<file path="src/source/canvas_pkg.sv">
package canvas_pkg;

    // Frame buffer geometry
    parameter int CANVAS_WIDTH  = 160;
    parameter int CANVAS_HEIGHT = 120;

    // Square cell edge in pixels, also the sprite edge
    parameter int CELL_PIXELS = 5;

    // Linear address into the 160x120 buffer
    typedef logic [14:0] pixel_addr_t;

    // 4 bits each of red, green, blue
    typedef logic [11:0] color_t;

    parameter color_t PLAYER_COLOR = 12'hfa8;   // Warm yellow

    // Pixel offset inside a sprite, 0..4
    typedef logic [2:0] offset_t;

endpackage

</file>
<file path="src/source/game_pkg.sv">
package game_pkg;

    // Maze size in cells
    parameter int GRID_COLS = 29;
    parameter int GRID_ROWS = 13;

    // Cell coordinates
    typedef logic [4:0] col_t;   // 0..28
    typedef logic [3:0] row_t;   // 0..12

    // Step direction, encoded as the keypad decoder delivers it
    typedef enum logic [1:0] {
        DIR_UP    = 2'd0,
        DIR_LEFT  = 2'd1,
        DIR_DOWN  = 2'd2,
        DIR_RIGHT = 2'd3
    } dir_t;

    // Player cell after reset
    parameter col_t PLAYER_START_COL = 5'd1;
    parameter row_t PLAYER_START_ROW = 4'd1;

    // Ghost patrol step counter, longest path is well under 128
    typedef logic [6:0] path_idx_t;

endpackage

</file>
<file path="src/source/actor_update.sv">
`timescale 1ns/1ps

module actor_update #(
    parameter int G1_START_COL  = 5,
    parameter int G1_PATROL_ROW = 1,
    parameter int G1_PATH_LEN   = 63,
    parameter int G2_START_COL  = 0,
    parameter int G2_PATROL_ROW = 6,
    parameter int G2_PATH_LEN   = 78,
    parameter int G3_START_COL  = 20,
    parameter int G3_PATROL_ROW = 11,
    parameter int G3_PATH_LEN   = 50
) (
    input  logic          clock,
    input  logic          resetn,
    input  logic          move_valid,
    input  logic [1:0]    move_dx,
    input  logic [1:0]    move_dy,
    output game_pkg::col_t player_col,
    output game_pkg::row_t player_row,
    output logic          collided,
    output logic          render_start
);

    import game_pkg::*;

    localparam col_t COL_MAX = col_t'(GRID_COLS - 1);
    localparam row_t ROW_MAX = row_t'(GRID_ROWS - 1);

    col_t g1_col, g2_col, g3_col;
    row_t g1_row, g2_row, g3_row;
    logic moved;   // Move applied on the previous edge
    logic hit;

    // Ghosts step together with the player
    ghost_patrol #(
        .START_COL (G1_START_COL),
        .PATROL_ROW(G1_PATROL_ROW),
        .PATH_LEN  (G1_PATH_LEN)
    ) ghost1_inst (
        .clock    (clock),
        .resetn   (resetn),
        .advance  (move_valid),
        .ghost_col(g1_col),
        .ghost_row(g1_row)
    );

    ghost_patrol #(
        .START_COL (G2_START_COL),
        .PATROL_ROW(G2_PATROL_ROW),
        .PATH_LEN  (G2_PATH_LEN)
    ) ghost2_inst (
        .clock    (clock),
        .resetn   (resetn),
        .advance  (move_valid),
        .ghost_col(g2_col),
        .ghost_row(g2_row)
    );

    ghost_patrol #(
        .START_COL (G3_START_COL),
        .PATROL_ROW(G3_PATROL_ROW),
        .PATH_LEN  (G3_PATH_LEN)
    ) ghost3_inst (
        .clock    (clock),
        .resetn   (resetn),
        .advance  (move_valid),
        .ghost_col(g3_col),
        .ghost_row(g3_row)
    );

    // Player move, clamped at the grid border
    always_ff @(posedge clock) begin
        if (!resetn) begin
            player_col <= PLAYER_START_COL;
            player_row <= PLAYER_START_ROW;
        end else if (move_valid) begin
            if (move_dx == 2'b01 && player_col != COL_MAX)
                player_col <= player_col + 1'b1;
            else if (move_dx == 2'b11 && player_col != '0)
                player_col <= player_col - 1'b1;
            if (move_dy == 2'b01 && player_row != ROW_MAX)
                player_row <= player_row + 1'b1;   // Down
            else if (move_dy == 2'b11 && player_row != '0)
                player_row <= player_row - 1'b1;   // Up
        end
    end

    // Same cell as any ghost
    assign hit = (player_col == g1_col && player_row == g1_row) ||
                 (player_col == g2_col && player_row == g2_row) ||
                 (player_col == g3_col && player_row == g3_row);

    always_ff @(posedge clock) begin
        if (!resetn) begin
            moved        <= 1'b0;
            collided     <= 1'b0;
            render_start <= 1'b0;
        end else begin
            moved        <= move_valid;
            render_start <= moved;     // Positions settled, draw now
            if (moved)
                collided <= hit;
        end
    end

endmodule

</file>
<file path="src/source/ghost_patrol.sv">
`timescale 1ns/1ps

module ghost_patrol #(
    parameter int START_COL  = 0,
    parameter int PATROL_ROW = 0,
    parameter int PATH_LEN   = 29
) (
    input  logic          clock,
    input  logic          resetn,
    input  logic          advance,
    output game_pkg::col_t ghost_col,
    output game_pkg::row_t ghost_row
);

    import game_pkg::*;

    // Start cell folded into the grid
    localparam col_t FIRST_COL = col_t'(START_COL % GRID_COLS);
    localparam col_t COL_MAX   = col_t'(GRID_COLS - 1);
    localparam path_idx_t IDX_LAST = path_idx_t'(PATH_LEN - 1);

    path_idx_t path_idx;   // Steps taken along the path

    // Column tracks the index so no modulo is needed per step
    always_ff @(posedge clock) begin
        if (!resetn) begin
            path_idx  <= '0;
            ghost_col <= FIRST_COL;
        end else if (advance) begin
            if (path_idx == IDX_LAST) begin
                path_idx  <= '0;          // Path restarts
                ghost_col <= FIRST_COL;
            end else begin
                path_idx <= path_idx + 1'b1;
                if (ghost_col == COL_MAX)
                    ghost_col <= '0;      // Wrap to left edge
                else
                    ghost_col <= ghost_col + 1'b1;
            end
        end
    end

    // Each ghost patrols a single row
    assign ghost_row = row_t'(PATROL_ROW);

endmodule

</file>
<file path="src/source/maze_engine.sv">
`timescale 1ns/1ps

module maze_engine #(
    parameter int G1_START_COL  = 5,
    parameter int G1_PATROL_ROW = 1,
    parameter int G1_PATH_LEN   = 63,
    parameter int G2_START_COL  = 0,
    parameter int G2_PATROL_ROW = 6,
    parameter int G2_PATH_LEN   = 78,
    parameter int G3_START_COL  = 20,
    parameter int G3_PATROL_ROW = 11,
    parameter int G3_PATH_LEN   = 50
) (
    input  logic                    clock,
    input  logic                    resetn,
    input  logic                    step,
    input  game_pkg::dir_t          direction,
    output game_pkg::col_t          player_col,
    output game_pkg::row_t          player_row,
    output logic                    collided,
    output logic                    wren,
    output canvas_pkg::pixel_addr_t addr,
    output canvas_pkg::color_t      data,
    output logic                    finished
);

    logic       move_valid;
    logic [1:0] move_dx;
    logic [1:0] move_dy;
    logic       render_start;
    logic       render_busy;   // Back from the writer, gates new steps

    // Decode stage
    step_decode step_decode_inst (
        .clock      (clock),
        .resetn     (resetn),
        .step       (step),
        .direction  (direction),
        .render_busy(render_busy),
        .move_valid (move_valid),
        .move_dx    (move_dx),
        .move_dy    (move_dy)
    );

    // Execute stage, ghost paths set here
    actor_update #(
        .G1_START_COL (G1_START_COL),
        .G1_PATROL_ROW(G1_PATROL_ROW),
        .G1_PATH_LEN  (G1_PATH_LEN),
        .G2_START_COL (G2_START_COL),
        .G2_PATROL_ROW(G2_PATROL_ROW),
        .G2_PATH_LEN  (G2_PATH_LEN),
        .G3_START_COL (G3_START_COL),
        .G3_PATROL_ROW(G3_PATROL_ROW),
        .G3_PATH_LEN  (G3_PATH_LEN)
    ) actor_update_inst (
        .clock       (clock),
        .resetn      (resetn),
        .move_valid  (move_valid),
        .move_dx     (move_dx),
        .move_dy     (move_dy),
        .player_col  (player_col),
        .player_row  (player_row),
        .collided    (collided),
        .render_start(render_start)
    );

    // Result stage
    sprite_writer sprite_writer_inst (
        .clock       (clock),
        .resetn      (resetn),
        .render_start(render_start),
        .player_col  (player_col),
        .player_row  (player_row),
        .render_busy (render_busy),
        .wren        (wren),
        .addr        (addr),
        .data        (data),
        .finished    (finished)
    );

endmodule

</file>
<file path="src/source/sprite_writer.sv">
`timescale 1ns/1ps

module sprite_writer (
    input  logic                  clock,
    input  logic                  resetn,
    input  logic                  render_start,
    input  game_pkg::col_t        player_col,
    input  game_pkg::row_t        player_row,
    output logic                  render_busy,
    output logic                  wren,
    output canvas_pkg::pixel_addr_t addr,
    output canvas_pkg::color_t    data,
    output logic                  finished
);

    import canvas_pkg::*;

    localparam offset_t LAST = offset_t'(CELL_PIXELS - 1);

    offset_t    dx, dy;    // Current slot, dx runs fastest
    logic       active;    // Slots 1..24 in progress
    logic       slot_on;   // A pixel slot this cycle
    logic       corner;
    logic [7:0] pix_x;     // Canvas column
    logic [6:0] pix_y;     // Canvas row

    // First slot rides on the start pulse itself
    assign slot_on = render_start || active;

    // Disc shape, skip the four corners
    assign corner = (dx == '0 || dx == LAST) && (dy == '0 || dy == LAST);

    always_comb begin
        pix_x = 8'(player_col) * 8'(CELL_PIXELS) + 8'(dx);
        pix_y = 7'(player_row) * 7'(CELL_PIXELS) + 7'(dy);
        addr  = pixel_addr_t'(pix_y) * pixel_addr_t'(CANVAS_WIDTH) + pixel_addr_t'(pix_x);
    end

    assign wren = slot_on && !corner;
    assign data = PLAYER_COLOR;   // Solid fill

    // Busy until the finished cycle is over
    assign render_busy = slot_on || finished;

    always_ff @(posedge clock) begin
        if (!resetn) begin
            dx       <= '0;
            dy       <= '0;
            active   <= 1'b0;
            finished <= 1'b0;
        end else begin
            finished <= 1'b0;
            if (slot_on) begin
                if (dx == LAST) begin
                    dx <= '0;
                    if (dy == LAST) begin
                        dy       <= '0;     // Back to idle
                        active   <= 1'b0;
                        finished <= 1'b1;   // One cycle pulse
                    end else begin
                        dy     <= dy + 1'b1;
                        active <= 1'b1;
                    end
                end else begin
                    dx     <= dx + 1'b1;
                    active <= 1'b1;
                end
            end
        end
    end

endmodule

</file>
<file path="src/source/step_decode.sv">
`timescale 1ns/1ps

module step_decode (
    input  logic          clock,
    input  logic          resetn,
    input  logic          step,
    input  game_pkg::dir_t direction,
    input  logic          render_busy,
    output logic          move_valid,
    output logic [1:0]    move_dx,
    output logic [1:0]    move_dy
);

    import game_pkg::*;

    logic step_q;     // Accepted step, first stage
    dir_t dir_q;      // Direction captured with it
    logic pending;    // Step in flight before the render begins
    logic accept;

    // One step per render, drop anything while in flight
    assign accept = step && !render_busy && !pending;

    always_ff @(posedge clock) begin
        if (!resetn) begin
            step_q     <= 1'b0;
            move_valid <= 1'b0;
            pending    <= 1'b0;
        end else begin
            step_q     <= accept;
            move_valid <= step_q;   // Second stage
            if (accept)
                pending <= 1'b1;
            else if (render_busy)
                pending <= 1'b0;    // Writer now holds busy
        end
    end

    // Unit move decode, signed two bit values
    always_ff @(posedge clock) begin
        if (accept)
            dir_q <= direction;
        if (step_q) begin
            case (dir_q)
                DIR_UP: begin
                    move_dx <= 2'b00;
                    move_dy <= 2'b11;   // -1
                end
                DIR_LEFT: begin
                    move_dx <= 2'b11;
                    move_dy <= 2'b00;
                end
                DIR_DOWN: begin
                    move_dx <= 2'b00;
                    move_dy <= 2'b01;   // +1
                end
                default: begin          // Right
                    move_dx <= 2'b01;
                    move_dy <= 2'b00;
                end
            endcase
        end
    end

endmodule

</file>
<file path="config.mk">
export PLATFORM = sky130hd
export DESIGN_NAME = maze_engine
export DESIGN_NICKNAME = d
export VERILOG_FILES = /design/src/source/canvas_pkg.sv /design/src/source/game_pkg.sv /design/src/source/actor_update.sv /design/src/source/ghost_patrol.sv /design/src/source/maze_engine.sv /design/src/source/sprite_writer.sv /design/src/source/step_decode.sv
export SDC_FILE = /design/constraint.sdc
export NUM_CORES = 1
export LEC_CHECK = 0
export BUFFER_PORTS_ARGS = -buffer_cell sky130_fd_sc_hd__buf_2
export CORE_MARGIN = 3
export CORE_UTILIZATION = 45
export CTS_BUF_LIST = sky130_fd_sc_hd__clkbuf_4
export DETAILED_ROUTE_END_ITERATION = 8
export PLACE_DENSITY = 0.71
export SETUP_SLACK_MARGIN = 0.2
export SYNTH_ARGS = -nofsm -noshare
export SYNTH_HDL_FRONTEND = slang
export SYNTH_HIERARCHICAL = 1
export SYNTH_SLANG_ARGS = --single-unit
</file>
<file path="constraint.sdc">
create_clock -name clock -period 7.16 [get_ports clock]
set_input_delay 1.432 -clock clock [delete_from_list [all_inputs] [get_ports clock]]
set_output_delay 1.432 -clock clock [all_outputs]
set_load 0.005 [all_outputs]
</file>
# == Word-level counts from Yosys, hierarchy flattened ==
# Cells that the tools add are included.
# word_totals
ff_bits,65
latchBits,0
ram_bits,0
mem_bits_ro,0
memories,0
# op_classes
n_addsub,15
n_mul,3
div,0
n_lt_le_gt_ge,0
eq_ne,22
shift,0
n_mux,22
bitwise,0
reduce_logical,33
# op_table
cell,n
5-bit two-way mux,8
7-bit by 1-bit adder with 7-bit output (second input constant),3
7-bit two-way mux,3
5-bit by 1-bit adder with 5-bit output (second input constant),4
15-bit by 8-bit adder with 15-bit output,1
5-bit == test,3
5-bit == test (second input constant),3
7-bit by 6-bit == test with 1-bit output (second input constant),2
1-bit logical AND,11
7-bit by 3-bit multiplier with 10-bit output (second input constant),1
8-bit by 3-bit adder with 8-bit output,1
5-bit by 3-bit multiplier with 8-bit output (second input constant),1
4-bit two-way mux,2
2-bit one-hot mux with 2 select lines,2
7-bit by 3-bit adder with 7-bit output,1
7-bit == test (second input constant),1
4-bit by 3-bit multiplier with 7-bit output (second input constant),1
3-bit by 1-bit adder with 3-bit output (second input constant),2
2-bit by 1-bit == test with 1-bit output (second input constant),3
2-bit == test (second input constant),3
3-bit == test (second input constant),2
3-bit zero test,2
1-bit logical OR,6
3-bit two-way mux,2
other kinds (17),27

# == Depth between registers and ports, before layout ==
# logic_depth
depth_word,6
mapped_depth,16
depth_no_buf,16

# == Hierarchy ==
# The synthesis kept the hierarchy.
# modules_own_cells
mod,instances,cells_each,area_each_um2,seq_area_each_um2
sprite_writer,1,197,1654.1,160.2
actor_update,1,118,1073.5,240.2
ghost_patrol (actor_update_inst.ghost1_inst),1,87,745.7,240.2
ghost_patrol (actor_update_inst.ghost2_inst),1,86,720.7,240.2
ghost_patrol (actor_update_inst.ghost3_inst),1,81,688.2,240.2
step_decode,1,20,309.0,240.2

# == Worst setup path after synthesis ==
# No wires, ideal clock.
# synth_timing
kind,flip-flop to output port
startpoint,reg actor_update_inst.player_row[1]
endpoint,out addr[13]
arrival_time_ns,3.608
t_required_ns,5.728
slack_ns,2.120
path_stages_with_launch,15
path_buffers,0
cell_sequence,dfxtp_1 > ha_1 > ha_1 > ha_1 > a21oi_1 > and3_1 > nor2_1 > ha_1 > ha_1 > a211o_1 > a21oi_1 > or3_2 > nand3_1 > a21oi_1 > xor2_1
# synth_between
elab_chain_len,4
# synth_rtl
element,line_no,text
from (decl),actor_update.sv:20,"output game_pkg::row_t player_row,"
from (signal assigned),actor_update.sv:83,player_row <= player_row + 1'b1;
from (signal assigned),actor_update.sv:85,player_row <= player_row - 1'b1;
4-bit by 3-bit multiplier with 7-bit output,sprite_writer.sv:35,pix_y = 7'(player_row) * 7'(CELL_PIXELS) + 7'(dy);
7-bit by 3-bit adder with 7-bit output,sprite_writer.sv:35,
7-bit by 3-bit multiplier with 10-bit output,sprite_writer.sv:36,addr = pixel_addr_t'(pix_y) * pixel_addr_t'(CANVAS_WIDTH) + pixel_addr_t'(pix_x);
15-bit by 8-bit adder with 15-bit output,sprite_writer.sv:36,
to (decl),maze_engine.sv:22,"output canvas_pkg::pixel_addr_t addr,"
# No other way between the ends.

# == Worst setup path after layout ==
# Ends and elaborated chain as after synthesis.

==> impl_metrics.toml <==
[outcome]
status = "finished clean"

[clocking]
clk_path_buf_depth = 2
cts_tree = "yes"
cts_buffers = 9
cts_root_buffer = "clkbuf_4"
postCtsHoldBufs = 0
cts_setup_buffers = 0
cts_max_level = 3
clkTransAtPathRegs_ps = 110
cts_resized = 0
clk_latency_ps = 400
cts.sinks = 65

[synthesis]
netlist.area_leader.share = 0.2275
synthesis.area_um2 = 5191
synth_compound_area_frac = 0.1873
ys_seq_elements = 65
yosys.area.top_type = "dfxtp_1"
seq_area_frac_synth = 0.2622
synth_edf_count = 6
async_reset_ff_frac = 0
synth_area_per_cell_um2 = 8.814
synthAdderAreaFrac = 0.1649
ys.flop_type = "dfxtp_1"
syn_inst = 589
synthMuxAreaShare = 0.009882
synth_top_family_by_area = "simple AND/OR/NAND/NOR gates"
yosys_warnings = 6
synth_xor_area_frac = 0.09617
ys_types = 82
synth_area_leaders = "dfxtp_1 23%, ha_1 14%, xnor2_1 5.6%, buf_4 3.9%, edfxtp_1 3.5%"
synthSimpleGateAreaFrac = 0.1885

[power]
p_leak_uw = 0.002242
power.total_uw = 737.8
power_density_nw_per_um2 = 135.8
power.ir.vdd_worst_v = 0.0001287

[die]
fp.dieW_um = 113.4
die-height_um = 113.4
rows = 38
dieArea_um2 = 12860
coreArea_um2 = 11080
start_util = 0.4686
num_io_pins = 44

[hold_path]
min_from = "actor_update_inst/ghost2_inst/path_idx[5]"
hold_depth = 2
min_path_type = "register to register"
hold_end = "actor_update_inst/ghost2_inst/path_idx[5]"

[setup_path]
rr_worst_depth = 8
worst_ep_arrival_time_ps = 4710
cp-start-kind = "register"
rr_endpoint = "actor_update_inst/player_col[4]"
cp.required_ps = 5730
reg2reg_from = "actor_update_inst/player_col[2]"
crit_type = "register to output pin"
rrSetupSlack_ps = 4620
cp_max_fo = 11
end_kind = "output pin"

[global_route]
grt_pass1_vias = 3994
grt_max_degree = 52
grt_antenna_before_repair = 1
grt_usage = 0.1667
grt_overflow = 0
grt_pass1_wl_um = 18210

[finish]
layout_commonest_cell = "dfxtp_1"
mostFrequentLayoutCells = "59 x dfxtp_1, 58 x ha_1, 37 x nand2_1, 36 x inv_1, 33 x xnor2_1"
layout-drive-gt1-share = 0.1250
layout.nets = 672
design_area_um2 = 5434
area_delta_synth_final_pct = 4.676
fillers = 1040

[placed_design]
dp_worst_setup_slack_ps = 1474
placed_cell_area_um2 = 5296
portBuffers = 31
dp_hpwl_um = 7432
gp_congestion = 0.8065

[sta]
min_period_over_period = 0.8575
slew_violations = 0
whs_ps = 485.1
hold_viol = 0
setup_ws_ps = 1021
relSlewSlack = 0.4030
rsz0062_at_grt = "no"
setup_viol = 0
finalClockSkew_ps = 14.62
fmax_mhz = 162.9
tightestPinTransition_ps = 895.5
fin_crit_ps = 6139
tns_ps = 0

[route]
highest_layer = "met4"
wl_met2_um = 4816
drtIter0Drc = 244
vias = 4153
ant_nets = 0
wl_met3_um = 341
wl_per_cell_um = 13.48
drt-total-wl_um = 10100
drc = 0
via_per_inst = 5.545
first_pass_iters = 4
met1Wirelength_um = 4807

[job]
maxCapViolations = 0
## cell usage after synthesis (all sizes together), types with 13 or more instances
cell / count
ha: 58
nand2b: 15
xnor2: 34
o211ai: 14
inv: 38
dfxtp: 59
xor2: 18
o21ai: 29
a21oi: 33
nand2: 39
nor2: 23
nand3: 20
nand4: 13
buf: 34
## worst max path at each step
| stage | depth (start not counted) | end | slack, ps | from |
|---|---|---|---|---|
| detailed placement | 15 | addr[13] | 1470 | actor_update_inst/player_row[1] |
| floorplan | 14 | addr[13] | 2120 | actor_update_inst/player_row[1] |
| CTS | 15 | addr[13] | 1010 | actor_update_inst/player_row[1] |
| global route | 15 | addr[13] | 600 | actor_update_inst/player_row[1] |
| finish | 15 | addr[13] | 1020 | actor_update_inst/player_row[1] |
| global placement | 15 | addr[13] | 1660 | actor_update_inst/player_row[1] |
## routing by layer
metal  global-route usage  up-vias
li1                     -     2087
met1               0.2288     1997
met2               0.2705       58
met3              0.03289       11
met4              0.04167        0
met5                    0        -
## sequential cells by signal (all words and copies together), names as in the netlist, 3 cells and up
name,flops
actor_update_inst/ghost1_inst/ghost_col,5
actor_update_inst/ghost1_inst/path_idx,7
actor_update_inst/ghost2_inst/ghost_col,5
actor_update_inst/ghost2_inst/path_idx,7
actor_update_inst/ghost3_inst/ghost_col,5
actor_update_inst/ghost3_inst/path_idx,7
actor_update_inst/player_col,5
actor_update_inst/player_row,4
sprite_writer_inst/dx,3
sprite_writer_inst/dy,3
## worst max-delay path, stage by stage, from the launching register on
cell and delay [ps]:
dfxtp_1 630, ha_1 320, ha_1 310, ha_1 360
a21oi_1 260, a21oi_1 170, nor2_1 220, ha_1 280
ha_1 320, a211o_1 320, a21oi_1 360, a2111o_1 160
nand4_1 100, a21oi_1 230, xor2_1 160, buf_2 120
## area by class of cell
class	count	area (um^2)	share of cell area
inverter	40	150.1	0.02763
multi-input combinational	455	3447	0.6344
antenna	1	2.502	0.0004605
tap	140	175.2	0.03224
clock buffer	10	75.07	0.01382
timing repair buffer	32	162.7	0.02993
clock inverter	6	60.06	0.01105
sequential	65	1361	0.2505
## per-stage QoR
step | util | std cells
detailed placement | 0.4781 | 732
global placement | 0.4781 | 732
floorplan | - | 605
finish | 0.4905 | 749
CTS | 0.4903 | 748
global route | 0.4905 | 749
## cell families after synthesis
family	Yosys count
simple gates	170
compound gates	138
buf+inv	85
fa+ha+maj	65
flops	65
xor+xnor	53
other cells	8
mux	5
## power by group
group	switching (uW)	internal [uW]
Combinational	52.2	46.6
Sequential	17.3	378
Clock	135	109
Note: power is estimated with default switching activity, not from simulation.
